`src/exc_params.svh`:
```
`ifndef EXC_PARAMS_SVH
`define EXC_PARAMS_SVH

// csr addresses
`define CSR_ADDR_W     14
`define CSR_CRMD       14'h000
`define CSR_PRMD       14'h001
`define CSR_ECFG       14'h004
`define CSR_ESTAT      14'h005
`define CSR_ERA        14'h006
`define CSR_BADV       14'h007
`define CSR_EENTRY     14'h00c

// cause codes, {esubcode bit, ecode}
`define ECODE_W        7
`define EXCEPTION_INT  7'h00
`define EXCEPTION_NOP  7'h7f

// widths
`define EXC_SRC_W      6
`define PAUSE_W        7
`define INT_W          12
`define HW_INT_W       8

`endif

```
`src/pipeline_types_pkg.sv`:
```
`include "exc_params.svh"

package pipeline_types_pkg;

    typedef logic [31:0] bus32_t;

    typedef struct packed {
        logic pause_if;
        logic pause_id;
        logic pause_dispatch;
        logic pause_ex;
        logic pause_mem;
    } pause_t;

    typedef struct packed {
        logic                                   valid;
        bus32_t                                 pc;
        logic [`EXC_SRC_W-1:0]                  is_exception;
        logic [`EXC_SRC_W-1:0][`ECODE_W-1:0]    exception_cause;
        bus32_t                                 exception_addr;
        logic                                   is_ertn;
        logic                                   is_idle;
    } mem_ctrl_t;

    typedef struct packed {
        logic                   csr_write_en;
        logic [`CSR_ADDR_W-1:0] csr_write_addr;
        bus32_t                 csr_write_data;
    } wb_push_forward_t;

    // one csr data word, seen as crmd/prmd or as lie/is
    typedef union packed {
        struct packed {
            logic [28:0] rsvd;
            logic        ie;
            logic [1:0]  plv;
        } mode;
        struct packed {
            logic [18:0] rsvd_hi;
            logic [1:0]  lie_hi;
            logic        rsvd_lo;
            logic [9:0]  lie_lo;
        } intr;
    } csr_word_u;

    typedef struct packed {
        bus32_t             era_pc;
        bus32_t             eentry_va;
        logic [`INT_W-1:0]  ecfg_lie;
        logic [`INT_W-1:0]  estat_is;
        logic               crmd_ie;
    } ctrl_csr_t;

    typedef struct packed {
        logic                is_exception;
        logic                is_ertn;
        logic [`ECODE_W-1:0] exception_cause;
        bus32_t              exception_pc;
        bus32_t              exception_addr;
        logic                ecode_int;
    } csr_exc_t;

    typedef struct packed {
        logic                exception_flush;
        logic [`PAUSE_W-1:0] pause;
    } ctrl_t;

    typedef struct packed {
        bus32_t exception_new_pc;
        logic   is_interrupt;
        logic   redirect_en;
    } ctrl_pc_t;

endpackage

```
`src/csr_exc_regs.sv`:
```
`timescale 1ns/100ps
`include "exc_params.svh"

module csr_exc_regs
    import pipeline_types_pkg::*;
(
    input  logic                   clk,
    input  logic                   rst_i,
    input  wb_push_forward_t       wb_i,
    input  csr_exc_t               exc_i,
    input  logic [`HW_INT_W-1:0]   hw_int_i,
    input  logic [`CSR_ADDR_W-1:0] csr_raddr_i,
    output ctrl_csr_t              csr_o,
    output bus32_t                 csr_rdata_o
);

    logic                 crmd_ie;
    logic                 prmd_pie;
    logic [`INT_W-1:0]    ecfg_lie;
    logic [1:0]           estat_sw;
    logic [`HW_INT_W-1:0] estat_hw;
    logic [`ECODE_W-1:0]  estat_ecode;
    bus32_t               era;
    bus32_t               eentry;
    bus32_t               badv;

    csr_word_u wdata;
    logic      wr_crmd;
    logic      wr_prmd;
    logic      wr_ecfg;
    logic      wr_estat;
    logic      wr_era;
    logic      wr_eentry;
    logic      wr_badv;
    logic      ie_now;
    logic      pie_now;

    // ====================
    // write decode
    // ====================
    assign wdata     = wb_i.csr_write_data;
    assign wr_crmd   = wb_i.csr_write_en && (wb_i.csr_write_addr == `CSR_CRMD);
    assign wr_prmd   = wb_i.csr_write_en && (wb_i.csr_write_addr == `CSR_PRMD);
    assign wr_ecfg   = wb_i.csr_write_en && (wb_i.csr_write_addr == `CSR_ECFG);
    assign wr_estat  = wb_i.csr_write_en && (wb_i.csr_write_addr == `CSR_ESTAT);
    assign wr_era    = wb_i.csr_write_en && (wb_i.csr_write_addr == `CSR_ERA);
    assign wr_eentry = wb_i.csr_write_en && (wb_i.csr_write_addr == `CSR_EENTRY);
    assign wr_badv   = wb_i.csr_write_en && (wb_i.csr_write_addr == `CSR_BADV);

    // ie and pie as they stand after this cycle's write
    assign ie_now  = wr_crmd ? wdata.mode.ie : crmd_ie;
    assign pie_now = wr_prmd ? wdata.mode.ie : prmd_pie;

    always_ff @(posedge clk) begin
        if (rst_i) begin
            crmd_ie     <= 1'b0;
            prmd_pie    <= 1'b0;
            ecfg_lie    <= '0;
            estat_sw    <= '0;
            estat_hw    <= '0;
            estat_ecode <= '0;
            era         <= '0;
            eentry      <= '0;
            badv        <= '0;
        end else begin
            estat_hw <= hw_int_i;
            if (wr_crmd) begin
                crmd_ie <= wdata.mode.ie;
            end
            if (wr_prmd) begin
                prmd_pie <= wdata.mode.ie;
            end
            // timer bit 11 not implemented
            if (wr_ecfg) begin
                ecfg_lie <= {wdata.intr.lie_hi[1], 1'b0, wdata.intr.lie_lo};
            end
            if (wr_estat) begin
                estat_sw <= wdata.intr.lie_lo[1:0];
            end
            if (wr_era) begin
                era <= wb_i.csr_write_data;
            end
            if (wr_eentry) begin
                eentry <= wb_i.csr_write_data;
            end
            if (wr_badv) begin
                badv <= wb_i.csr_write_data;
            end
            // trap updates override the writeback
            if (exc_i.is_exception) begin
                era         <= exc_i.exception_pc;
                badv        <= exc_i.exception_addr;
                estat_ecode <= exc_i.ecode_int ? `EXCEPTION_INT : exc_i.exception_cause;
                prmd_pie    <= ie_now;
                crmd_ie     <= 1'b0;
            end else if (exc_i.is_ertn) begin
                crmd_ie <= pie_now;
            end
        end
    end

    assign csr_o = '{
        era_pc:    era,
        eentry_va: eentry,
        ecfg_lie:  ecfg_lie,
        estat_is:  {2'b00, estat_hw, estat_sw},
        crmd_ie:   crmd_ie
    };

    // ====================
    // read port
    // ====================
    always_comb begin
        case (csr_raddr_i)
            `CSR_CRMD:   csr_rdata_o = {29'b0, crmd_ie, 2'b0};
            `CSR_PRMD:   csr_rdata_o = {29'b0, prmd_pie, 2'b0};
            `CSR_ECFG:   csr_rdata_o = {19'b0, ecfg_lie[11:10], 1'b0, ecfg_lie[9:0]};
            // ecode in 21:16, top cause bit as esubcode bit 22
            `CSR_ESTAT:  csr_rdata_o = {9'b0, estat_ecode, 6'b0, estat_hw, estat_sw};
            `CSR_ERA:    csr_rdata_o = era;
            `CSR_EENTRY: csr_rdata_o = eentry;
            `CSR_BADV:   csr_rdata_o = badv;
            default:     csr_rdata_o = '0;
        endcase
    end

    // ctrl never raises both in one cycle
    a_exc_ertn_excl: assert property (
        @(posedge clk) disable iff (rst_i) !(exc_i.is_exception && exc_i.is_ertn)
    );

endmodule

```
`src/ctrl.sv`:
```
`timescale 1ns/100ps
`include "exc_params.svh"

module ctrl
    import pipeline_types_pkg::*;
(
    input  pause_t           pause_request_i,
    input  mem_ctrl_t        mem_i,
    input  wb_push_forward_t wb_push_forward_i,
    input  logic             continue_idle_i,
    input  ctrl_csr_t        csr_i,
    output csr_exc_t         csr_exc_o,
    output ctrl_t            ctrl_o,
    output ctrl_pc_t         ctrl_pc_o,
    output logic             send_inst1_en_o
);

    csr_word_u           wdata;
    logic                wr_hit_era;
    logic                wr_hit_eentry;
    logic                wr_hit_ecfg;
    logic                wr_hit_estat;
    logic                wr_hit_crmd;
    bus32_t              era_cur;
    bus32_t              eentry_cur;
    logic [`INT_W-1:0]   lie_cur;
    logic [`INT_W-1:0]   is_cur;
    logic                ie_cur;
    logic [`INT_W-1:0]   int_vec;
    logic                is_interrupt;
    logic [`ECODE_W-1:0] src_cause;
    logic                exc_taken;
    logic                ertn_taken;
    logic                pause_idle;
    logic [`PAUSE_W-1:0] pause_mask;

    // ====================
    // writeback forwarding
    // ====================
    assign wdata = wb_push_forward_i.csr_write_data;

    assign wr_hit_era    = wb_push_forward_i.csr_write_en &&
                           (wb_push_forward_i.csr_write_addr == `CSR_ERA);
    assign wr_hit_eentry = wb_push_forward_i.csr_write_en &&
                           (wb_push_forward_i.csr_write_addr == `CSR_EENTRY);
    assign wr_hit_ecfg   = wb_push_forward_i.csr_write_en &&
                           (wb_push_forward_i.csr_write_addr == `CSR_ECFG);
    assign wr_hit_estat  = wb_push_forward_i.csr_write_en &&
                           (wb_push_forward_i.csr_write_addr == `CSR_ESTAT);
    assign wr_hit_crmd   = wb_push_forward_i.csr_write_en &&
                           (wb_push_forward_i.csr_write_addr == `CSR_CRMD);

    assign era_cur    = wr_hit_era ? wb_push_forward_i.csr_write_data : csr_i.era_pc;
    assign eentry_cur = wr_hit_eentry ? wb_push_forward_i.csr_write_data : csr_i.eentry_va;
    assign lie_cur    = wr_hit_ecfg ? {wdata.intr.lie_hi[1], 1'b0, wdata.intr.lie_lo}
                                    : csr_i.ecfg_lie;
    // only the software bits are writable
    assign is_cur     = wr_hit_estat ? {csr_i.estat_is[`INT_W-1:2], wdata.intr.lie_lo[1:0]}
                                     : csr_i.estat_is;
    assign ie_cur     = wr_hit_crmd ? wdata.mode.ie : csr_i.crmd_ie;

    // ====================
    // interrupt and exception
    // ====================
    assign int_vec      = ie_cur ? (lie_cur & is_cur) : '0;
    assign is_interrupt = |int_vec;

    // highest index wins
    always_comb begin
        src_cause = `EXCEPTION_NOP;
        for (int i = 0; i < `EXC_SRC_W; i++) begin
            if (mem_i.is_exception[i]) begin
                src_cause = mem_i.exception_cause[i];
            end
        end
    end

    assign exc_taken  = mem_i.valid && (is_interrupt || (|mem_i.is_exception));
    assign ertn_taken = mem_i.valid && mem_i.is_ertn && !exc_taken;

    assign csr_exc_o = '{
        is_exception:    exc_taken,
        is_ertn:         ertn_taken,
        exception_cause: !exc_taken ? `EXCEPTION_NOP
                         : (is_interrupt ? `EXCEPTION_INT : src_cause),
        exception_pc:    mem_i.pc,
        exception_addr:  mem_i.exception_addr,
        ecode_int:       exc_taken && is_interrupt
    };

    assign ctrl_pc_o = '{
        exception_new_pc: ertn_taken ? era_cur : eentry_cur,
        is_interrupt:     is_interrupt,
        redirect_en:      exc_taken || ertn_taken
    };

    // ====================
    // pause mask
    // ====================
    assign pause_idle = mem_i.valid && mem_i.is_idle && !is_interrupt && !continue_idle_i;

    // bit order: pc, ibuf, id, dispatch, ex, mem, wb
    always_comb begin
        if (pause_request_i.pause_if) begin
            pause_mask = 7'b0000001;
        end else if (pause_request_i.pause_id) begin
            pause_mask = 7'b0000111;
        end else if (pause_request_i.pause_dispatch) begin
            pause_mask = 7'b0001111;
        end else if (pause_request_i.pause_ex) begin
            pause_mask = 7'b0011111;
        end else if (pause_request_i.pause_mem || pause_idle) begin
            pause_mask = 7'b0111111;
        end else begin
            pause_mask = '0;
        end
    end

    assign ctrl_o = '{exception_flush: exc_taken || ertn_taken, pause: pause_mask};

    assign send_inst1_en_o = !pause_mask[1];

endmodule

```
`src/exc_unit_top.sv`:
```
`timescale 1ns/100ps
`include "exc_params.svh"

module exc_unit_top
    import pipeline_types_pkg::*;
(
    input  logic                   clk,
    input  logic                   rst_i,
    input  pause_t                 pause_request_i,
    input  mem_ctrl_t              mem_i,
    input  wb_push_forward_t       wb_push_forward_i,
    input  logic                   continue_idle_i,
    input  logic [`HW_INT_W-1:0]   hw_int_i,
    input  logic [`CSR_ADDR_W-1:0] csr_raddr_i,
    output ctrl_t                  ctrl_o,
    output ctrl_pc_t               ctrl_pc_o,
    output logic                   send_inst1_en_o,
    output bus32_t                 csr_rdata_o
);

    ctrl_csr_t csr_view;
    csr_exc_t  exc_rec;

    ctrl ctrl_i (
        .pause_request_i   (pause_request_i),
        .mem_i             (mem_i),
        .wb_push_forward_i (wb_push_forward_i),
        .continue_idle_i   (continue_idle_i),
        .csr_i             (csr_view),
        .csr_exc_o         (exc_rec),
        .ctrl_o            (ctrl_o),
        .ctrl_pc_o         (ctrl_pc_o),
        .send_inst1_en_o   (send_inst1_en_o)
    );

    csr_exc_regs csr_i (
        .clk         (clk),
        .rst_i       (rst_i),
        .wb_i        (wb_push_forward_i),
        .exc_i       (exc_rec),
        .hw_int_i    (hw_int_i),
        .csr_raddr_i (csr_raddr_i),
        .csr_o       (csr_view),
        .csr_rdata_o (csr_rdata_o)
    );

endmodule

```
`config.mk`:
```
export PLATFORM = sky130hd
export DESIGN_NAME = exc_unit_top
export DESIGN_NICKNAME = d
export VERILOG_FILES = /design/src/pipeline_types_pkg.sv /design/src/csr_exc_regs.sv /design/src/ctrl.sv /design/src/exc_unit_top.sv
export VERILOG_INCLUDE_DIRS = /design/src
export SDC_FILE = /design/constraint.sdc
export NUM_CORES = 1
export LEC_CHECK = 0
export BUFFER_PORTS_ARGS = -buffer_cell sky130_fd_sc_hd__buf_4
export CAP_MARGIN = 10
export CELL_PAD_IN_SITES_DETAIL_PLACEMENT = 0
export CELL_PAD_IN_SITES_GLOBAL_PLACEMENT = 2
export CORE_MARGIN = 2
export CORE_UTILIZATION = 31
export DETAILED_ROUTE_END_ITERATION = 8
export GPL_ROUTABILITY_DRIVEN = 0
export PLACE_DENSITY = 0.89
export SLEW_MARGIN = 25
export SYNTH_ARGS = -nofsm -noshare
export SYNTH_HDL_FRONTEND = slang
export SYNTH_SLANG_ARGS = --single-unit
```
`constraint.sdc`:
```
create_clock -name clk -period 7.25 [get_ports clk]
set_input_delay 1.8125 -clock clk [delete_from_list [all_inputs] [get_ports clk]]
set_output_delay 1.8125 -clock clk [all_outputs]
set_load 0.02 [all_outputs]
```
==> flow_summary.yaml <==
min_path:
  hold_path_class: "reg -> reg"
die:
  die_area_sq_um: 27700
  placementRows: 59
  ios: 267
  dieWidth_um: 166
  core-area_sq_um: 26000
  start_util: 0.315
  die_height_um: 166
placement:
  preCtsSetupSlack_ps: 199
  io_buffers: 265
  hpwl_mm: 20.7
clock_tree:
  ctsResizeCount: 0
  numCtsBuffers: 17
  clk_latency_ps: 430
  cts_setup_buffers: 0
  ctsHtreeMaxLevel: 4
  clock_sinks: 126
  clk_pin_slew_ps: 60
  cts_tree: "done"
  cts_hold_buf: 0
  root_buffer: "clkbuf_16"
  clockBufferDepth: 2
logic_synthesis:
  synthCells: 995
  syn_nets: 1187
  async_reset_ff_frac: 0
  synthSimpleGateAreaFrac: 0.227
  synth-edff-count: 0
  synth_area_sq_um: 8180
  synth-seq-cells: 126
  synth_area_leaders: "dfxtp_1 (31%), mux2i_1 (8.7%), mux2_4 (6.8%), a211oi_1 (6.1%), nand2_1 (6.0%)"
  synthMuxAreaShare: 0.195
  synth_compound_area_frac: 0.189
  synth_top_family_by_area: "simple AND/OR/NAND/NOR gates"
  netlist.top_cell.by_area: "dfxtp_1"
  yosysSeqAreaShare: 0.308
  synthAdderAreaFrac: 0
  synthDistinctLibCells: 50
  synthFlopType: "dfxtp_1"
  synth.most_common_cell: "nand2_1"
  syn_area_per_cell_sq_um: 8.22
  ys_warn_count: 0
  yosys.area_share.xor_xnor: 0
  netlist.area_leader.share: 0.308
  synth_common_cells: "nand2_1 (130), dfxtp_1 (126), nor2_1 (76), nor2b_1 (76), mux2i_1 (71)"
sta:
  finalSetupViolCount: 0
  fin_worst_skew_ps: 9.22
  final.min_clock_period_ps: 6920
  post-route-period-util: 0.955
  finalWorstSetupSlack_ps: 326
  slew_viol_final: 0
  grt_setup_unrepaired: "no"
  timing.fmax_ghz: 0.144
  setup_tns_ps: 0
  whs_ps: 454
  hold_violations: 0
  slew_headroom: 0.320
  tightest_slew_ps: 1020
route:
  drc_errors: 0
  ant_nets: 0
  first_pass_iters: 5
  routed_wl_mm: 30.3
  vias_per_cell: 5.33
  drt_iter0_markers: 600
  wl_per_cell_um: 19.4
  via_count: 8324
grt:
  gr-total-overflow: 0
  antenna_found_initial: 0
  grt_pass1_wl_mm: 47.5
  grt_max_degree: 132
  grt_use_total: 0.215
  grt_pass1_vias: 8330
critical_path:
  crit_start: "wb_push_forward_i[37]"
  cp.arrival_ps: 5110
  r2r_cells: 8
  crit_path_end: "ctrl_o[4]"
  rrSetupSlack_ps: 4650
  crit_type: "in -> out"
  start_kind: "input port"
  rr_startpoint: "csr_i.estat_hw[6]"
  endpoint_kind: "primary output"
  critPathMaxFanout: 26
  r2r_end: "csr_i.era[25]"
  critPathRequiredTime_ps: 5440
pwr:
  power_density_nw_per_um2: 163
  peakVddDrop_v: 0.000103
  power_leakage_nw: 4.84
cells_and_area:
  n_fill_cell: 2674
  fin_util: 0.421
  area_growth_pct: 33.7
  nNetsFinal: 1405
  drive_gt1_frac: 0.330
status:
  outcome: "completed"
flow_run:
  max_cap_viol_count: 0
==> worst max-delay path: stages <==
cell and delay [ps]:
buf_4 110, or4_1 720, nor4_4 450, mux2_2 410
a2bb2oi_2 210, a21o_4 180, buf_4 300, a21oi_1 240
a2111oi_0 460, buf_4 220
==> flip-flops by register name (all words and copies together) (netlist names) <==
register / cells
csr_i.prmd_pie: 1
csr_i.era: 32
csr_i.estat_ecode: 7
csr_i.badv: 32
csr_i.estat_hw: 8
csr_i.ecfg_lie: 11
csr_i.crmd_ie: 1
csr_i.estat_sw: 2
csr_i.eentry: 32
==> metal layers <==
| metal | GRT usage | share of wire | routed length [um] | vias up |
|---|---|---|---|---|
| li1 | - | - | - | 4029 |
| met2 | 0.354 | 0.47 | 14300 | 339 |
| met1 | 0.285 | 0.44 | 13300 | 3919 |
| met5 | 0 | 0 | 0 | - |
| met3 | 0.0454 | 0.073 | 2220 | 37 |
| met4 | 0.0603 | 0.020 | 594 | 0 |
==> metrics by stage <==
| stage | instances | area, sq um | power [W] |
|---|---|---|---|
| after floorplan | 995 | 8180 | 0.000876 |
| after global placement | 1528 | 10400 | 0.000997 |
| after detailed placement | 1528 | 10400 | 0.000999 |
| after CTS | 1560 | 10900 | 0.00180 |
| after global routing | 1561 | 10900 | 0.00186 |
| final | 1562 | 10900 | 0.00178 |
==> where the power goes <==
part	leakage, nW	total [W]	switching [W]	internal, W
sequential	1.03	0.000740	0.0000201	0.000720
clock	0.256	0.000800	0.000350	0.000450
combinational	3.55	0.000244	0.000108	0.000135
total	4.84	0.00178	0.000479	0.00131
==> placed cells by master, fill, tap and decap left out, types with 2 or more instances in the layout <==
cell type / instances
mux2_2: 28
mux2i_1: 71
nor2b_1: 76
clkinv_4: 2
nor4_4: 2
dfxtp_1: 126
nor2_1: 76
nand3_1: 19
inv_6: 5
a31oi_1: 7
o21ai_0: 8
nor3b_2: 2
and3_1: 3
clkinvlp_4: 5
nor4_1: 41
clkbuf_16: 17
clkinv_2: 2
buf_4: 284
nand2_1: 130
nand3_2: 2
nor3_1: 7
a21oi_1: 57
a21oi_4: 2
a222oi_1: 32
inv_1: 54
nand2b_1: 2
o221ai_1: 6
o22ai_1: 4
a22oi_1: 22
nor3_2: 3
a211oi_1: 66
mux2_4: 37
or4_1: 2
==> worst min-delay path by stage <==
stage,start,endpoint,slack [ps],cells after the start
floorplan,csr_i.ecfg_lie[11],csr_i.ecfg_lie[11],430,2
global placement,csr_i.ecfg_lie[11],csr_i.ecfg_lie[11],440,2
detailed placement,csr_i.ecfg_lie[11],csr_i.ecfg_lie[11],450,2
CTS,csr_i.ecfg_lie[11],csr_i.ecfg_lie[11],460,2
global route,csr_i.ecfg_lie[2],csr_i.ecfg_lie[2],490,2
finish,csr_i.ecfg_lie[11],csr_i.ecfg_lie[11],450,2
==> logic make-up (layout without fill, tap and decap cells) <==
family | Yosys count | after routing
and+or+nand+nor | 375 | 375
AOI/OAI and AO/OA | 213 | 213
buffers and inverters | 143 | 374
muxes | 137 | 137
other | 1 | 2
DFF | 126 | 126
==> cell type report <==
class,instances,area [sq um],share of cell area
multi-input cells,726,5050,0.462
diodes,1,2.50,0.000229
well taps,335,419,0.0383
inverters,55,206,0.0189
clock inverters,14,109,0.00995
clock buffers,18,439,0.0401
flip-flops and latches,126,2520,0.231
repair buffers,287,2190,0.200
(Power assumes the default switching activity.)
